<file path="src/logic/bp_pkg.sv">
package bp_pkg;

	// Program counter or branch target
	typedef logic [31:0] pc_t;

	// Statistics counter, wraps at 2**16
	typedef logic [15:0] stat_t;

	// Branch class found by decode
	typedef enum logic [2:0] {
		BK_NONE = 3'd0,
		BK_BEQ  = 3'd1,
		BK_BNE  = 3'd2,
		BK_BLEZ = 3'd3,
		BK_BGTZ = 3'd4,
		BK_JUMP = 3'd5	// J and JAL alike
	} branch_kind_e;

endpackage

</file>
<file path="src/logic/branch_execute.sv">
`timescale 1ns/1ps

module branch_execute import bp_pkg::*; (
	input  logic         clk,
	input  logic         rst_n,
	input  logic         dec_valid,
	input  branch_kind_e dec_kind,
	input  pc_t          dec_pc,
	input  pc_t          dec_target,
	input  logic [31:0]  dec_rs,
	input  logic [31:0]  dec_rt,
	input  logic         prediction,
	output logic         ex_valid,
	output branch_kind_e ex_kind,
	output pc_t          ex_pc,
	output pc_t          ex_target,
	output logic         ex_taken,
	output logic         ex_predicted
);

	logic cond;
	logic rs_eq_rt;
	logic rs_neg;
	logic rs_zero;

	assign rs_eq_rt = (dec_rs == dec_rt);
	assign rs_neg   = dec_rs[31];	// rs taken as signed
	assign rs_zero  = (dec_rs == 32'd0);

	// Actual direction per kind
	always_comb begin
		case (dec_kind)
			BK_BEQ:  cond = rs_eq_rt;
			BK_BNE:  cond = !rs_eq_rt;
			BK_BLEZ: cond = rs_neg || rs_zero;
			BK_BGTZ: cond = !rs_neg && !rs_zero;
			BK_JUMP: cond = 1'b1;
			default: cond = 1'b0;
		endcase
	end

	always_ff @(posedge clk) begin
		if (!rst_n) begin
			ex_valid <= 1'b0;
		end else begin
			ex_valid <= dec_valid;
		end
	end

	always_ff @(posedge clk) begin
		ex_kind      <= dec_kind;
		ex_pc        <= dec_pc;
		ex_target    <= dec_target;
		ex_taken     <= cond;
		// Jumps never read the table and are always called taken
		ex_predicted <= (dec_kind == BK_JUMP) ? 1'b1 : prediction;
	end

endmodule

</file>
<file path="config.mk">
export PLATFORM = sky130hd
export DESIGN_NAME = branch_execute
export DESIGN_NICKNAME = d
export VERILOG_FILES = /design/src/logic/bp_pkg.sv /design/src/logic/branch_execute.sv
export SDC_FILE = /design/constraint.sdc
export NUM_CORES = 1
export LEC_CHECK = 0
export BUFFER_PORTS_ARGS = -buffer_cell sky130_fd_sc_hd__buf_4
export CAP_MARGIN = 20
export CORE_AREA = 2 2 80 82
export CTS_CLUSTER_SIZE = 30
export DETAILED_ROUTE_END_ITERATION = 12
export DIE_AREA = 0 0 82 84
export GPL_ROUTABILITY_DRIVEN = 0
export HOLD_SLACK_MARGIN = 0.12
export PLACE_DENSITY = 0.73
export SLEW_MARGIN = 5
export SYNTH_ARGS = -nofsm -noshare
export SYNTH_HDL_FRONTEND = slang
export SYNTH_SLANG_ARGS = --single-unit
</file>
<file path="constraint.sdc">
create_clock -name clk -period 1.5 [get_ports clk]
set_input_delay 0.3 -clock clk [delete_from_list [all_inputs] [get_ports clk]]
set_output_delay 0.3 -clock clk [all_outputs]
set_load 0.05 [all_outputs]
</file>
==> results.md <==
- Run status: finished clean
- Filler cells: slightly above 400
- Post-CTS setup buffers: 0
- Final worst path period need: roughly 1.4 ns
- Largest fanout on the critical path: 2
- Final number of hold-violating endpoints: 0
- Most frequent standard cell in the layout excluding fill and tap cells: buf_4
- Leakage power: between 2 and 2.5 nW
- Setup Viol. Count Final: 0
- CTS sink count: 70
- Total of buffers placed on input and output ports: 204
- Pin count of the biggest net entering global routing: 13
- Leading cell types by total area after synthesis: dfxtp_1, xor2_1, nor4_1
- Antenna-violating nets left: 0
- Number of core rows: 29
- Pins over their slew limit: 0
- CTS max path bufs: 2
- Pwr per Cell Area: 1043 nW/µm²
- Cell area after synthesis: about 1900 µm²
- Data arrival at the endpoint of the critical path: 1.62 ns
- CTS H-tree lvls: 3
- Drt via density: 4.285
- Multi-input combinational cell area: 490.5 µm²
- Wire length of the first global-routing pass: 12050 µm
- HPWL after detailed placement: 5431 µm
- Share of the synthesized area in the top cell type: 73.78%
- Ant diodes: 0
- Worst Max-Slew Pin Slew: 0.4827 ns
- Largest vdd supply drop: about 0.73 mV
- Cts bufs inserted: 9
- Number of violations reported at the end of detailed-routing iteration 0: 36
- Number of nets produced by synthesis: 269
- Starting utilization of the core area: 31.16%
- Commonest non-fill, non-tap cells in the layout: buf_4, dfxtp_1, dlygate4sd3_1
- Power after layout: 4.595 mW
- CORE AREA: 6096 µm²
- Number of instances in the synthesized netlist: roughly 130
- Width of the die: 82 µm
- Register area share after synthesis: 73.78%
- Sequential cell area in the final layout: roughly 1400 µm²
- Final net count: about 550
- Clock tree from TritonCTS: built
- Number of storage elements in the synthesis netlist: 70
- Initial antenna violation count: 0
- Routed wire length per instance: 16.88 µm
- Post-route fraction of the period consumed by the critical path: 90.52%
- Path class of the lowest-slack min-delay path: in -> reg
- Endpoint required time on the critical path: 1.76 ns
- Number of vias after detailed routing: 2138
- DRC violations left: 0
- Synth unique cells: 15
- Clock transition time at the flip-flop clock pins of the worst setup and hold paths: 0.07 ns
- Overall fraction of global-route tracks in use: 24.39%
- Worst slew margin relative to its limit: 67.52%
- Ratio of cells with drive above 1 in the final layout: a little over half
- Die ar.: 6888 µm²
- Count of warnings emitted by yosys: 0
- Setup crit start kind: primary input
- Highest clock frequency the design can meet: 736.5 MHz
- Die span in y: approximately 84 µm
- Mapped Avg Cell Area: between 10 and 15 µm²
- Layout overhead on the synthesized area: 131.9%
- Length of the first detailed-routing pass in iterations: 5
- Post-route setup TNS: 0 ns
- Via count of the first global-routing pass: about 2300
- Top Ports: approximately 210
- Routed Wire Length: around 8400 µm
- Global route total overflow: 0
- Element type at the critical path end: register
- Post-synth top area cell: dfxtp_1
- Setup Crit Path Kind: in -> reg
- Root Buffer Master: clkbuf_8
- Setup repair after global routing missed its margin: false
- Number of maximum-capacitance violations: 0
[cells in the mapped netlist, drive strengths merged]
cell type	n
nor4	17
nor3b	1
inv	2
nand2	2
and2	1
dfxtp	70
o211ai	1
xor2	32
a31o	1
a21oi	1
a211o	1
o311ai	1
and4	2
nand4	2
[cell type report]
class / instances / share of cell area (%)
Clock inverter: 6 / 1.392
Clock buffer: 10 / 3.125
Inverter: 2 / 0.1705
Sequential cell: 70 / 31.82
Multi-Input combinational cell: 62 / 11.14
Timing Repair Buffer: 272 / 50.17
Tap cell: 77 / 2.188
[path summary, 6_finish.rpt]
path,start,endpoint,slack (ns),cells past startpoint
worst min-delay path,prediction,ex_predicted$_SDFF_PP1_,0.15,2
worst max-delay path,dec_rs[12],ex_taken$_DFF_P_,0.14,6
[repair_timing]
item                                   CTS  global route
endpoints found under the hold margin   67             0
hold buffers                            67             0
gates resized for setup                  0             0
[stage by stage]
stage	utilization [%]	area (µm²)	setup WS (ns)	hold WS (ns)	std cells
6_report	72.25	4404	0.1421	0.1488	499
5_1_grt	72.25	4404	0.1410	0.1372	499
4_1_cts	72.25	4404	0.1826	0.1349	499
3_5_place_dp	57.98	3535	-0.1776	0.4055	416
3_3_place_gp	57.98	3535	-0.1913	0.4046	416
2_1_floorplan	-	1899	0.2620	0.3277	134
[kinds of logic (layout without fill, tap and decap cells)]
| group | Yosys count | in the layout | synth area share [%] |
|---|---|---|---|
| simple gates | 25 | 25 | 8.960 |
| xor+xnor | 32 | 32 | 14.76 |
| flops | 70 | 70 | 73.78 |
| compound gates | 5 | 5 | 2.108 |
| buf+inv | 2 | 290 | 0.3954 |
[worst max-delay path, cell delays in order]
cell and delay, ns:
buf_4 0.12, xor2_1 0.15, nor4_1 0.46, nand4_1 0.19
o211ai_1 0.19, nor3b_1 0.19
[layer usage]
layer	share of wire, %	global-route usage, %	vias up
met5	0	0	-
met4	2.1	10.30	0
met3	11	8.225	13
met2	55	45.60	140
met1	32	23.35	962
li1	-	-	1023
[report_power, final]
| part | internal [mW] | switching (mW) | leakage (nW) |
|---|---|---|---|
| registers | 1.96 | 0.0354 | 0.591 |
| clock network | 0.807 | 0.708 | 0.102 |
| logic | 0.510 | 0.574 | 1.45 |
| total | 3.28 | 1.32 | 2.14 |
[state kept, by name, indices dropped and copies added, names as in the netlist]
name,count
ex_taken,1
ex_valid,1
ex_pc,32
ex_target,32
ex_kind,3
ex_predicted,1
(Power assumes the default switching activity.)
