--- src/logic/bp_pkg.sv ---
package bp_pkg;

	// Program counter or branch target
	typedef logic [31:0] pc_t;

	// Statistics counter, wraps at 2**16
	typedef logic [15:0] stat_t;

	// Branch class found by decode
	typedef enum logic [2:0] {
		BK_NONE = 3'd0,
		BK_BEQ  = 3'd1,
		BK_BNE  = 3'd2,
		BK_BLEZ = 3'd3,
		BK_BGTZ = 3'd4,
		BK_JUMP = 3'd5	// J and JAL alike
	} branch_kind_e;

endpackage

--- src/logic/branch_result.sv ---
`timescale 1ns/1ps

module branch_result import bp_pkg::*; #(
	parameter int TABLE_LOG2 = 12
) (
	input  logic                  clk,
	input  logic                  rst_n,
	input  logic                  ex_valid,
	input  branch_kind_e          ex_kind,
	input  pc_t                   ex_pc,
	input  pc_t                   ex_target,
	input  logic                  ex_taken,
	input  logic                  ex_predicted,
	output logic                  out_valid,
	output pc_t                   out_pc,
	output logic                  taken,
	output logic                  predicted,
	output logic                  mispredict,
	output pc_t                   redirect_pc,
	output stat_t                 branch_count,
	output stat_t                 mispredict_count,
	output logic                  train_en,
	output logic [TABLE_LOG2-1:0] train_index,
	output logic                  train_taken
);

	logic miss;

	assign miss = ex_valid && (ex_taken != ex_predicted);

	// Table write happens in the edge that registers the result
	assign train_en    = ex_valid && (ex_kind != BK_JUMP) && (ex_kind != BK_NONE);
	assign train_index = ex_pc[TABLE_LOG2+1:2];
	assign train_taken = ex_taken;

	always_ff @(posedge clk) begin
		if (!rst_n) begin
			out_valid        <= 1'b0;
			mispredict       <= 1'b0;
			branch_count     <= '0;
			mispredict_count <= '0;
		end else begin
			out_valid  <= ex_valid;
			mispredict <= miss;
			if (ex_valid) begin
				branch_count <= branch_count + 1'b1;	// Wraps
			end
			if (miss) begin
				mispredict_count <= mispredict_count + 1'b1;
			end
		end
	end

	always_ff @(posedge clk) begin
		out_pc      <= ex_pc;
		taken       <= ex_taken;
		predicted   <= ex_predicted;
		redirect_pc <= ex_taken ? ex_target : ex_pc + 32'd4;	// Fall-through when not taken
	end

endmodule

--- config.mk ---
export PLATFORM = sky130hd
export DESIGN_NAME = branch_result
export DESIGN_NICKNAME = d
export VERILOG_FILES = /design/src/logic/bp_pkg.sv /design/src/logic/branch_result.sv
export SDC_FILE = /design/constraint.sdc
export NUM_CORES = 1
export LEC_CHECK = 0
export BUFFER_PORTS_ARGS = -buffer_cell sky130_fd_sc_hd__buf_2
export CORE_AREA = 5 5 104 106
export CTS_BUF_LIST = sky130_fd_sc_hd__clkbuf_2
export DETAILED_ROUTE_END_ITERATION = 10
export DIE_AREA = 0 0 109 111
export GPL_ROUTABILITY_DRIVEN = 0
export PLACE_DENSITY_LB_ADDON = 0.25
export SLEW_MARGIN = 10
export SYNTH_ARGS = -nofsm -noshare
export SYNTH_HDL_FRONTEND = slang
export SYNTH_SLANG_ARGS = --single-unit
--- constraint.sdc ---
create_clock -name clk -period 2.7 [get_ports clk]
set_input_delay 0.54 -clock clk [delete_from_list [all_inputs] [get_ports clk]]
set_output_delay 0.54 -clock clk [all_outputs]
set_load 0.005 [all_outputs]
==> results.ini <==
[pwr]
ir_drop_v = 0.0002809
p_per_area_nw_per_um2 = 503.3
p_leak_nw = 2.190

[clock_tree]
clock-root-buffer = clkbuf_2
ctsHoldBuffers = 0
cts_buffers = 9
clk_latency_ns = 0.55
postCtsSetupBuffers = 0
h-tree-depth = 3
cts_tree = done
cts_resized = 0
clock_sinks = 100
clkTransAtPathRegs_ns = 0.25
clk_path_buf_depth = 2

[worst_hold_path]
hp-class = in -> reg
hold_path_depth = 1

[sta]
rsz0062_at_grt = no
hold_violations = 0
fmax_mhz = 521.5
fin_crit_sh_pct = 71.02
maxSlewViolCount = 0
whs_ns = 0.07459
tightest_slew_ns = 0.6362
finClkSkew_ns = 0.01484
setup_tns_ns = 0
relSlewSlack_pct = 57.54
setup_slack_ns = 0.7824
min_period_ns = 1.918
setup_viol = 0

[layout]
drive_gt1_share_pct = 36.02
nets = 654
regArea_um2 = 2002
stdcell_area_um2 = 4890
area_growth_pct = 26.27
diodes = 0
fin_cells = 716
multiInputGateArea_um2 = 1667
n_fill_cell = 956

[global_route]
overflow = 0
grt_pass1_vias = 3489
grt_antenna_before_repair = 0
grt_pass1_wl_um = 16740
grt_max_degree = 43
grt_usage_pct = 17.20

[place]
portBuffers = 185
dp.cells = 701
place_worst_setup_slack_ns = 0.1965
hpwl_um = 7981
placed_area_um2 = 4817

[run_status]
status = complete, no violations

[worst_setup_path]
critical_path_class = in -> reg
arrival_ns = 2.41
r2r_cells = 4
end_kind = flop
worstSetupStartpointType = input pin
cp_max_fo = 12
cp.required_ns = 3.19

[synth]
ys_seq_area_share_pct = 51.70
synth-edff-count = 0
synth-seq-cells = 100
syn_inst = 410
synth.avg_cell_area_um2 = 9.445
synthArstFlopShare_pct = 0
syn_area_um2 = 3872
synthesis.nets = 485
yosys_warnings = 0
ys_types = 37
synth_ff_type = dfxtp_1

[floorplan]
die_h_um = 111
core_um2 = 9684
start_util_pct = 39.99
core.rowCount = 36
die_w_um = 109
ios = 186
die_area_um2 = 12100

[routing]
viasPerCell = 4.955
firstDrtPassIters = 4
first_iter_violations = 92
antenna_left = 0
wl_per_cell_um = 14.59
drc_errors = 0
vias = 3548
wl_um = 10440

[job]
max-cap-violations = 0

## final cells by class
class	instances	area share, %
Tap cell	133	3.403
Clock inverter	4	0.3582
Multi-Input combinational cell	271	34.08
Timing Repair Buffer	188	19.40
Sequential cell	100	40.94
Inverter	9	0.6909
Clock buffer	11	1.126
## per-stage QoR
step | utilization (%) | power (mW)
after floorplan | - | 1.726
after global placement | 49.74 | 1.900
after detailed placement | 49.74 | 1.907
after CTS | 50.49 | 2.491
after global routing | 50.49 | 2.595
final | 50.49 | 2.461
## report_power, final
group	internal [mW]	switching [mW]	total (mW)
Combinational	0.138	0.162	0.300
Clock	0.116	0.472	0.588
Sequential	1.55	0.0206	1.57
Total	1.81	0.655	2.46
## cell usage in the layout (no fill, tap or decap), drive strengths merged, types with 7 or more instances in the layout
master and count:
or4 13, nand3 22, xor2 18, inv 9, nand4 19, buf 188
a21oi 12, xnor2 16, and4 7, and3 8, o31ai 10, or3 12
dfxtp 100, nor2 33, nand2 33, a31oi 11, clkbuf 11, o21ai 28
## registers in the layout (all words and copies together) (netlist names)
name / count
out_pc: 32
predicted: 1
mispredict_count: 16
out_valid: 1
mispredict: 1
redirect_pc: 32
branch_count: 16
taken: 1
## worst max-delay path: stages
cell	delay, ns
buf_2	0.13
ha_1	0.26
nand4_4	0.17
or4_4	0.64
or4_1	0.49
a31oi_1	0.17
## kinds of logic after synthesis
| group | Yosys count | share of synthesized area (%) |
|---|---|---|
| xor+xnor | 34 | 7.884 |
| compound gates | 65 | 9.693 |
| buf+inv | 39 | 5.266 |
| fa+ha+maj | 3 | 0.9694 |
| flops | 100 | 51.70 |
| simple gates | 163 | 22.84 |
| mux | 6 | 1.648 |
## Yosys cell counts (2+ instances only)
library cell / instances / share of area, %
dfxtp_1: 100 / 52
nand2_1: 33 / 3.2
nor2_1: 33 / 3.2
o21ai_0: 28 / 3.6
nand3_1: 22 / 2.8
nand4_1: 17 / 2.7
xor2_1: 17 / 3.8
xnor2_1: 16 / 3.6
clkbuf_1: 14 / 1.4
buf_4: 13 / 2.5
a21oi_1: 12 / 1.6
or3_1: 12 / 1.9
a31oi_1: 11 / 1.8
or4_1: 11 / 2.1
o31ai_1: 10 / 1.9
inv_1: 9 / 0.87
and3_1: 8 / 1.3
and4_1: 6 / 1.4
nor3_1: 6 / 0.78
and2_1: 3 / 0.48
ha_1: 3 / 0.97
mux2_2: 3 / 0.87
mux2i_1: 3 / 0.78
nand2b_1: 3 / 0.48
nor4_1: 3 / 0.48
o21a_1: 2 / 0.39
or4_4: 2 / 0.58
## path summary, 6_finish.rpt
path                                      startpoint                    to  slack [ns]
worst max-delay path                        ex_pc[3]       redirect_pc[26]        0.78
worst min-delay path                        ex_pc[1]             out_pc[1]        0.07
worst max register to register   mispredict_count[2]  mispredict_count[11]        0.89
worst min register to register  mispredict_count[15]  mispredict_count[15]        0.50
## routing by layer
layer | vias to the layer above | track usage [%] | part of all wire (%)
met3 | 6 | 5.533 | 7.4
met1 | 1662 | 20.24 | 41
met4 | 0 | 5.892 | 0.79
met2 | 110 | 29.03 | 51
met5 | - | 0 | 0
li1 | 1770 | - | -
Note: power is estimated with default switching activity, not from simulation.
