<file path="src/logic/isa_pkg.sv">
package isa_pkg;

	// Primary opcodes of the branch subset, bits 31:26 of the word
	localparam logic [5:0] OP_J    = 6'h02;
	localparam logic [5:0] OP_JAL  = 6'h03;
	localparam logic [5:0] OP_BEQ  = 6'h04;
	localparam logic [5:0] OP_BNE  = 6'h05;
	localparam logic [5:0] OP_BLEZ = 6'h06;
	localparam logic [5:0] OP_BGTZ = 6'h07;

	// I-format, used by the conditional branches
	typedef struct packed {
		logic [5:0]  opcode;
		logic [4:0]  rs;
		logic [4:0]  rt;
		logic [15:0] imm;	// Word offset from pc+4
	} i_fmt_t;

	// J-format, used by J and JAL
	typedef struct packed {
		logic [5:0]  opcode;
		logic [25:0] index;	// Word index inside the current 256 MB region
	} j_fmt_t;

	// One instruction word, seen either way
	typedef union packed {
		i_fmt_t i;
		j_fmt_t j;
	} instr_u;

endpackage

</file>
<file path="src/logic/bp_pkg.sv">
package bp_pkg;

	// Program counter or branch target
	typedef logic [31:0] pc_t;

	// Statistics counter, wraps at 2**16
	typedef logic [15:0] stat_t;

	// Branch class found by decode
	typedef enum logic [2:0] {
		BK_NONE = 3'd0,
		BK_BEQ  = 3'd1,
		BK_BNE  = 3'd2,
		BK_BLEZ = 3'd3,
		BK_BGTZ = 3'd4,
		BK_JUMP = 3'd5	// J and JAL alike
	} branch_kind_e;

endpackage

</file>
<file path="src/logic/branch_decode.sv">
`timescale 1ns/1ps

module branch_decode import isa_pkg::*, bp_pkg::*; #(
	parameter int TABLE_LOG2 = 12
) (
	input  logic                  clk,
	input  logic                  rst_n,
	input  logic                  in_valid,
	input  pc_t                   in_pc,
	input  instr_u                in_instr,
	input  logic [31:0]           rs_val,
	input  logic [31:0]           rt_val,
	output logic                  pred_req,
	output logic [TABLE_LOG2-1:0] pred_index,
	output logic                  dec_valid,
	output branch_kind_e          dec_kind,
	output pc_t                   dec_pc,
	output pc_t                   dec_target,
	output logic [31:0]           dec_rs,
	output logic [31:0]           dec_rt
);

	branch_kind_e kind;
	pc_t          pc_plus4;
	pc_t          br_target;
	pc_t          j_target;
	logic         is_cond;

	always_comb begin
		case (in_instr.i.opcode)
			OP_BEQ:        kind = BK_BEQ;
			OP_BNE:        kind = BK_BNE;
			OP_BLEZ:       kind = BK_BLEZ;
			OP_BGTZ:       kind = BK_BGTZ;
			OP_J, OP_JAL:  kind = BK_JUMP;
			default:       kind = BK_NONE;
		endcase
	end

	assign is_cond = (kind != BK_NONE) && (kind != BK_JUMP);

	// Target arithmetic through the two views of the word
	assign pc_plus4  = in_pc + 32'd4;
	assign br_target = pc_plus4 + {{14{in_instr.i.imm[15]}}, in_instr.i.imm, 2'b00};
	assign j_target  = {pc_plus4[31:28], in_instr.j.index, 2'b00};

	// Table read starts this cycle, answer lines up with the dec_* registers
	assign pred_req   = in_valid && is_cond;
	assign pred_index = in_pc[TABLE_LOG2+1:2];

	always_ff @(posedge clk) begin
		if (!rst_n) begin
			dec_valid <= 1'b0;
		end else begin
			dec_valid <= in_valid && (kind != BK_NONE);	// Non-branches drop out here
		end
	end

	always_ff @(posedge clk) begin
		dec_kind   <= kind;
		dec_pc     <= in_pc;
		dec_target <= (kind == BK_JUMP) ? j_target : br_target;
		dec_rs     <= rs_val;
		dec_rt     <= rt_val;
	end

endmodule

</file>
<file path="config.mk">
export PLATFORM = sky130hd
export DESIGN_NAME = branch_decode
export DESIGN_NICKNAME = d
export VERILOG_FILES = /design/src/logic/isa_pkg.sv /design/src/logic/bp_pkg.sv /design/src/logic/branch_decode.sv
export SDC_FILE = /design/constraint.sdc
export NUM_CORES = 1
export LEC_CHECK = 0
export BUFFER_PORTS_ARGS = -buffer_cell sky130_fd_sc_hd__buf_2
export CORE_MARGIN = 3
export CORE_UTILIZATION = 49
export DETAILED_ROUTE_END_ITERATION = 12
export PLACE_DENSITY = 0.87
export SYNTH_ARGS = -nofsm -noshare
export SYNTH_HDL_FRONTEND = slang
export SYNTH_SLANG_ARGS = --single-unit
export TNS_END_PERCENT = 1
</file>
<file path="constraint.sdc">
create_clock -name clk -period 9.64 [get_ports clk]
set_clock_uncertainty 0.05 [all_clocks]
set_input_delay 2.41 -clock clk [delete_from_list [all_inputs] [get_ports clk]]
set_output_delay 2.41 -clock clk [all_outputs]
set_load 0.01 [all_outputs]
</file>
==> flow_summary.json, run 1 <==
{
  "numCtsBuffers": 17,
  "synthesis.area_sq_um": 5530,
  "syn_inst": 572,
  "ioPinCount": 276,
  "min_to": "dec_rs[24]",
  "tightest_slew_ns": 0.798,
  "start_kind": "primary input",
  "grt_overflow": 0,
  "drv_slew": 0,
  "root_buffer": "clkbuf_16",
  "crit_top_cell": "buf_2",
  "gp_congestion": 0.877,
  "p_switching_w": 0.000414,
  "p_per_area_nw_per_um2": 203,
  "clkTransAtPathRegs_ns": 0.06,
  "dieHeight_microns": 112,
  "seq_area_sq_um": 2640,
  "drc": 0,
  "grt_pass1_wl_mm": 23.9,
  "max_stage_delay_ns": 0.31,
  "num_antenna_cells": 0,
  "fmaxAchievable_ghz": 0.179,
  "ys.flop_type": "dfxtp_1",
  "syn_nets": 739,
  "ys_warn_count": 0,
  "drive_gt1_share_pct": 38.0,
  "critPathKind": "in2out",
  "period_minus_slack_ns": 5.59,
  "die_x_microns": 112,
  "slew_headroom_pct": 46.8,
  "synth.most_common_cell": "dfxtp_1",
  "timing.hold.ws_ns": 2.05,
  "p_int_w": 0.00111,
  "ant_nets": 0,
  "cts_resized": 0,
  "clkSinkCount": 132,
  "vias": 5085,
  "cts_tree": "built",
  "hold_start": "rs_val[24]",
  "place_area_sq_um": 6910,
  "setup_tns_ns": 0,
  "io_buffer_count": 275,
  "cts_setup_buffers": 0,
  "status": "complete, no violations",
  "setup_viol": 0,
  "post-route-util_pct": 68.6,
  "syn_to_final_growth_pct": 35.6,
  "cts_max_level": 4,
  "synth-seq-cells": 132,
  "synth_top_area_cell": "dfxtp_1",
  "pwr-share-comb_pct": 18.6,
  "path_max_fanout": 4,
  "rows": 38,
  "design_area_sq_um": 7500,
  "p_leak_nw": 3.68,
  "drv_cap": 0,
  "yosysSeqAreaShare_pct": 47.8,
  "synth.avg_cell_area_sq_um": 9.66,
  "timing.final.crit_share_pct": 58.0,
  "crit_chain": "buf_2 > nor3_1 > and3_1 > buf_2",
  "core_area_sq_um": 10900,
  "rsz0062_at_grt": "no",
  "final_nets": 1003,
  "hold_viol": 0,
  "min_path_cells": 1,
  "slowest_stage": "nor3_1",
  "clkPwrFrac_pct": 41.6,
  "routed_wl_mm": 15.6,
  "antenna_found_initial": 0,
  "pwr-share-seq_pct": 39.9,
  "grt_util_all_layers_pct": 23.7,
  "synth_edf_count": 0,
  "fp.dieArea_sq_um": 12600,
  "critPathCaptureType": "output pin",
  "grt_max_degree": 46,
  "yosysUniqueCellTypes": 55,
  "vias_per_cell": 5.14,
  "nFillCells": 845,
  "multi_input_area_sq_um": 2650,
  "fin_ws_ns": 4.05,
  "routedWlPerCell_microns": 15.8,
  "dp_hpwl_mm": 12.3,
  "drt_iter0_markers": 433,
  "first_global_vias": 4801,
  "drt_first_pass_iters": 5,
  "post-place-ws_ns": 4.03,
  "critPathRequiredTime_ns": 7.18,
  "cp.arrival_ns": 3.13,
  "start_util_pct": 50.5,
  "ys_async_sr_fraction_pct": 0,
  "ir_worst_vdd_uv": 178,
  "synth_top_area_share_pct": 47.8,
  "hold_buffers": 0,
  "clk_path_buf_depth": 2,
  "crit_path_start": "in_instr[29]",
  "hold_class": "in2reg",
  "synthTopCellsByCount": "dfxtp_1, nor2_1, a21oi_1, nand2_1, ha_1",
  "sw_frac_of_total_pct": 27.2,
  "yosys-top-cells-area": "dfxtp_1, ha_1, xnor2_1"
}
-- cell type report --
cell class | instances | share of cell area, %
Clock buffer | 20 | 5.96
Clock inverter | 12 | 1.94
Inverter | 14 | 0.701
Multi-Input combinational cell | 395 | 35.4
Sequential cell | 132 | 35.2
Tap cell | 140 | 2.34
Timing Repair Buffer | 276 | 18.5
-- worst max-delay path: cells and delay by family --
kind          cells  cell delay [ns]
simple gates      2             0.51
buf+inv           2             0.22
-- per-stage QoR --
stage               instances  power (W)
floorplan                 572   0.000782
global placement          957   0.000894
detailed placement        957   0.000901
global route              989    0.00159
finish                    989    0.00153
CTS                       989    0.00154
-- logic make-up (layout without fill, tap and decap cells) --
family | Yosys count | count (layout) | share of synthesized area [%]
xor+xnor | 50 | 50 | 7.92
fa+ha+maj | 36 | 36 | 8.28
mux | 1 | 1 | 0.204
flops | 132 | 132 | 47.8
compound gates | 129 | 129 | 14.8
buf+inv | 45 | 322 | 4.23
simple gates | 179 | 179 | 16.7
-- state kept, by name, summed over array words and instances, names as in the netlist --
name,cells
dec_pc,32
dec_rs,32
dec_rt,32
dec_target,32
dec_kind,3
dec_valid,1
-- worst max path at each step --
stage | endpoint | slack [ns] | cells after the start
2_1_floorplan | pred_req | 4.27 | 2
3_3_place_gp | pred_req | 4.09 | 4
3_5_place_dp | dec_target[27] | 4.03 | 15
4_1_cts | pred_req | 4.04 | 4
5_1_grt | pred_req | 3.97 | 4
6_report | pred_req | 4.05 | 4
-- layer usage --
layer  wire (microns)  up-vias  global-route usage (%)
met5                0        -                       0
met4              307        0                    8.65
met3             1250       29                    5.77
met2             7890      240                    41.6
met1             6180     2292                    28.2
li1                 -     2524                       -
-- placed cells by master (no fill, tap or decap), types with 3 or more instances in the layout --
cell type / instances
clkbuf_16: 17
inv_6: 5
buf_2: 275
nand4_1: 19
and3_1: 10
ha_1: 35
a21o_1: 18
xnor2_1: 32
nand3_1: 20
nor3b_1: 4
a211oi_1: 6
inv_1: 14
a31oi_1: 4
and2_1: 5
nand2_1: 46
nor2_1: 47
a21oi_1: 46
dfxtp_1: 132
xor2_1: 18
o21ai_0: 22
o21a_1: 4
nor3_1: 5
o21bai_1: 8
clkinv_4: 3
and4_1: 4
o211ai_1: 5
-- power by group through the flow --
stage / Clock [W] / Combinational [W] / Sequential, W
finish: 0.000634 / 0.000283 / 0.000608
CTS: 0.000648 / 0.000283 / 0.000609
global route: 0.000670 / 0.000309 / 0.000613
floorplan: 0 / 0.000133 / 0.000650
detailed placement: 0 / 0.000281 / 0.000620
global placement: 0 / 0.000275 / 0.000619
Note: power is estimated with default switching activity, not from simulation.
==> run 2, diff against run 1 <==
ABC_AREA = 1   (was unset)
CORE_UTILIZATION = 47   (was 49)
PLACE_DENSITY = 0.82   (was 0.87)
clock period = 5.3 ns   (was 9.64 ns; I/O delays follow)
==> flow_summary.json, run 2 <==
{
  "yosys-top-cells-area": "dfxtp_1, nand2_1, ha_1",
  "vias": 5817,
  "pwr-share-comb_pct": 18.3,
  "drv_slew": 0,
  "first_global_vias": 5661,
  "cp.arrival_ns": 3.95,
  "cts_tree": "built",
  "synth_top_area_share_pct": 44.1,
  "yosysUniqueCellTypes": 41,
  "cpLargestDelayFamily": "simple AND/OR/NAND/NOR gates",
  "ir_worst_vdd_uv": 160,
  "die_x_microns": 119,
  "gp_congestion": 0.898,
  "timing.final.crit_share_pct": 69.8,
  "syn_to_final_growth_pct": 34.7,
  "tightest_slew_ns": 0.847,
  "sw_frac_of_total_pct": 27.7,
  "max_stage_delay_ns": 0.40,
  "p_int_w": 0.00204,
  "synthesis.area_sq_um": 5990,
  "nFillCells": 1092,
  "synth-seq-cells": 132,
  "fp.dieArea_sq_um": 14100,
  "critPathKind": "in2reg",
  "p_per_area_nw_per_um2": 349,
  "cts_setup_buffers": 0,
  "io_buffer_count": 275,
  "slew_headroom_pct": 43.2,
  "p_leak_nw": 4.31,
  "ys_warn_count": 0,
  "synth_top_family_by_area": "simple AND/OR/NAND/NOR gates",
  "crit_top_cell": "nand2_1",
  "finalPower_w": 0.00282,
  "path_max_fanout": 7,
  "ioPinCount": 276,
  "grt_max_degree": 39,
  "drt_first_pass_iters": 5,
  "slowest_stage": "ha_1",
  "grt_overflow": 0,
  "ant_nets": 0,
  "synth_edf_count": 0,
  "grt_util_all_layers_pct": 25.9,
  "synthAdderAreaFrac_pct": 7.64,
  "antenna_found_initial": 2,
  "status": "complete, no violations",
  "synth-compound-area-share_pct": 5.68,
  "synth_top_area_cell": "dfxtp_1",
  "p_switching_w": 0.000781,
  "ys.flop_type": "dfxtp_1",
  "numCtsBuffers": 17,
  "fmaxAchievable_ghz": 0.270,
  "hold_buffers": 0,
  "ys_async_sr_fraction_pct": 0,
  "core_area_sq_um": 12200,
  "crit_chain": "buf_2 > ha_1 > nand2_1 > nor4_4 > nand4_2 > nor2_1 > xnor2_1 > inv_1 > ha_1 > nand2_1 > nor3_1 > nand2_1 > inv_1 > nand3_1 > nand2_1 > nand2_1 > nand3_1 > nand2_1",
  "hold_class": "in2reg",
  "synthMuxAreaShare_pct": 0,
  "critPathRequiredTime_ns": 5.55,
  "start_kind": "primary input",
  "syn_nets": 929,
  "grt_pass1_wl_mm": 28.9,
  "drt_iter0_markers": 331,
  "drc": 0,
  "period_minus_slack_ns": 3.70,
  "dp_hpwl_mm": 14.9,
  "vias_per_cell": 4.77,
  "final_nets": 1206,
  "hold_viol": 0,
  "synthSimpleGateAreaFrac_pct": 30.1,
  "root_buffer": "clkbuf_16",
  "critPathCaptureType": "flip-flop",
  "cp_num_buf_inv": 3,
  "drv_cap": 0,
  "final_cell_mix": "buf_2, nand2_1, dfxtp_1, inv_1, nor2_1",
  "drive_gt1_share_pct": 33.6,
  "dieHeight_microns": 119,
  "setup_tns_ns": 0,
  "synth-xor-area-share_pct": 4.80,
  "routed_wl_mm": 18.2,
  "pwr-share-seq_pct": 39.0,
  "synth.avg_cell_area_sq_um": 7.86,
  "synth.most_common_cell": "nand2_1",
  "clkPwrFrac_pct": 42.8,
  "synthTopCellsByCount": "nand2_1, dfxtp_1, inv_1",
  "cts_resized": 0,
  "rows": 40,
  "syn_inst": 762,
  "routedWlPerCell_microns": 14.9,
  "cts_max_level": 4,
  "start_util_pct": 49.1,
  "clkSinkCount": 132,
  "rsz0062_at_grt": "no",
  "clk_path_buf_depth": 2,
  "setup_viol": 0,
  "yosysSeqAreaShare_pct": 44.1,
  "final_common_cell": "buf_2",
  "clkTransAtPathRegs_ns": 0.06
}
run 2: stage by stage:
stage | area (sq um) | cells | hold WS [ns] | util, % | worst slack [ns]
after floorplan | 5990 | 762 | 1.30 | - | 1.75
after CTS | 8070 | 1219 | 0.944 | 66.1 | 1.60
after detailed placement | 7460 | 1188 | 1.38 | 61.1 | 1.18
after global placement | 7460 | 1188 | 1.38 | 61.1 | 1.25
after global routing | 8070 | 1220 | 0.936 | 66.1 | 1.34
final | 8070 | 1220 | 0.953 | 66.1 | 1.60
run 2: layout make-up:
type / instances / area (sq um) / share of cell area [%]
multi-input combinational: 524 / 2890 / 35.8
timing repair buffer: 276 / 1380 / 17.1
clock inverter: 13 / 171 / 2.12
clock buffer: 18 / 439 / 5.44
sequential: 132 / 2640 / 32.7
tap: 168 / 210 / 2.60
antenna: 1 / 2.50 / 0.0310
inverter: 88 / 330 / 4.09
run 2: power groups by stage:
stage | registers, W | logic [W] | clock network [W]
2_1_floorplan | 0.00117 | 0.000247 | 0
3_3_place_gp | 0.00112 | 0.000507 | 0
3_5_place_dp | 0.00112 | 0.000512 | 0
4_1_cts | 0.00110 | 0.000515 | 0.00123
5_1_grt | 0.00111 | 0.000576 | 0.00128
6_report | 0.00110 | 0.000515 | 0.00121
run 2: worst paths after layout:
kind  startpoint        endpoint  slack [ns]  depth (start not counted)
min   rt_val[19]      dec_rt[19]        0.95                          1
max     in_pc[3]  dec_target[30]        1.60                         18
run 2: layer usage:
layer,global-route usage [%],vias to the layer above,share of wire [%]
li1,-,2964,-
met1,30.4,2583,41
met2,47.2,250,51
met3,7.03,18,7.4
met4,5.65,2,1.3
met5,0,-,0.060
run 2: logic make-up after synthesis:
| kind of cell | after synthesis |
|---|---|
| buffers and inverters | 106 |
| xor gates and xnor gates | 32 |
| DFF | 132 |
| AOI/OAI and AO/OA | 62 |
| adders and majority gates | 36 |
| and+or+nand+nor | 394 |
==> run 3, diff against run 2 <==
CORE_UTILIZATION = 43   (was 47)
PLACE_DENSITY = 0.79   (was 0.82)
clock period = 3.4 ns   (was 5.3 ns; I/O delays follow)
==> flow_summary.json, run 3 (synthesis results as in run 2) <==
{
  "rows": 42,
  "critPathRequiredTime_ns": 3.71,
  "ioPinCount": 276,
  "clkSinkCount": 132,
  "max_stage_delay_ns": 0.35,
  "drive_gt1_share_pct": 35.1,
  "slowest_stage": "nor4_4",
  "clkPwrFrac_pct": 41.1,
  "cts_setup_buffers": 0,
  "tightest_slew_ns": 0.411,
  "cp_num_buf_inv": 2,
  "place_area_sq_um": 7630,
  "final_nets": 1227,
  "final_common_cell": "buf_2",
  "p_switching_w": 0.00124,
  "routedWlPerCell_microns": 15.2,
  "critPathKind": "in2reg",
  "design_area_sq_um": 8230,
  "sw_frac_of_total_pct": 28.6,
  "vias_per_cell": 4.80,
  "dieHeight_microns": 124,
  "timing.final.crit_share_pct": 89.8,
  "grt_max_degree": 38,
  "die_x_microns": 124,
  "cts_max_level": 4,
  "gp_congestion": 0.989,
  "cpLargestDelayFamily": "simple AND/OR/NAND/NOR gates",
  "critPathCaptureType": "flip-flop",
  "pwr-share-seq_pct": 39.7,
  "start_util_pct": 44.5,
  "seq_area_sq_um": 2640,
  "cp.arrival_ns": 3.36,
  "p_leak_nw": 4.40,
  "fp.dieArea_sq_um": 15400,
  "io_buffer_count": 275,
  "crit_chain": "buf_2 > ha_1 > nand2_1 > nor4_4 > nand4_2 > xnor2_1 > ha_1 > a21oi_1 > nand2_1 > inv_1 > nand2_1 > nand2_1 > nand2_1 > a21oi_1 > nand2_1 > nand2_1 > nand2_1 > nand2_1",
  "start_kind": "primary input",
  "finalPower_w": 0.00433,
  "grt_pass1_wl_mm": 28.3,
  "dp_hpwl_mm": 15.2,
  "hold_start": "rt_val[20]",
  "cts_resized": 0,
  "grt_overflow": 0,
  "clkTransAtPathRegs_ns": 0.06,
  "antenna_found_initial": 3,
  "core_area_sq_um": 13500,
  "clk_path_buf_depth": 2,
  "setup_viol": 0,
  "first_global_vias": 5754,
  "pwr-share-comb_pct": 19.2,
  "multi_input_area_sq_um": 2900,
  "ant_nets": 0,
  "grt_util_all_layers_pct": 24.3,
  "hold_class": "in2reg",
  "ir_worst_vdd_uv": 390,
  "min_path_cells": 1,
  "drc": 0,
  "hold_viol": 0,
  "p_per_area_nw_per_um2": 526,
  "vias": 6015,
  "syn_to_final_growth_pct": 37.3,
  "fmaxAchievable_ghz": 0.327,
  "period_minus_slack_ns": 3.05,
  "numCtsBuffers": 17,
  "drt_iter0_markers": 370,
  "rsz0062_at_grt": "no",
  "slew_headroom_pct": 72.6,
  "min_to": "dec_rt[20]",
  "hold_buffers": 0,
  "drv_cap": 0,
  "status": "complete, no violations",
  "drv_slew": 0,
  "root_buffer": "clkbuf_16",
  "drt_first_pass_iters": 6,
  "nFillCells": 1245,
  "path_max_fanout": 5,
  "cts_tree": "built",
  "routed_wl_mm": 19.0,
  "final_cell_mix": "buf_2, nand2_1, dfxtp_1, inv_1, nor2_1",
  "p_int_w": 0.00309,
  "crit_top_cell": "nand2_1"
}
run 3: layout make-up:
type	instances	area share, %
tap	176	2.68
inverter	88	4.01
antenna	3	0.0912
clock buffer	20	5.67
timing repair buffer	297	18.7
clock inverter	12	1.47
sequential	132	32.1
multi-input combinational	524	35.2
run 3: power by group through the flow:
stage	combinational, W	clock (W)	sequential [W]
2_1_floorplan	0.000385	0	0.00182
3_3_place_gp	0.000812	0	0.00175
3_5_place_dp	0.000823	0	0.00175
4_1_cts	0.000829	0.00182	0.00172
5_1_grt	0.000927	0.00189	0.00173
6_report	0.000831	0.00178	0.00172
run 3: worst max-delay path by stage:
stage | from | endpoint | slack [ns] | cells after the start
after global routing | in_pc[4] | dec_target[24] | 0.02 | 18
after global placement | in_pc[2] | dec_target[27] | -0.009 | 18
after detailed placement | in_pc[2] | dec_target[31] | -0.11 | 20
after floorplan | in_pc[2] | dec_target[31] | 0.32 | 19
after CTS | in_pc[2] | dec_target[31] | 0.34 | 20
final | in_pc[2] | dec_target[31] | 0.35 | 18
run 3: per-layer routing:
metal	global-route usage, %	share of wire [%]	vias up
li1	-	-	3012
met1	27.8	40	2687
met2	43.3	50	284
met3	5.59	7.6	32
met4	10.3	2.4	0
met5	0	0	-
run 3: stage by stage:
step	utilization (%)	cells	hold WS [ns]	worst slack, ns	setup TNS [ns]
after floorplan	-	762	0.828	0.321	0
after global placement	56.7	1217	0.903	-0.00897	-0.00897
after detailed placement	56.7	1217	0.904	-0.109	-0.375
after CTS	61.1	1249	0.454	0.335	0
after global routing	61.2	1252	0.459	0.0153	0
final	61.2	1252	0.477	0.346	0
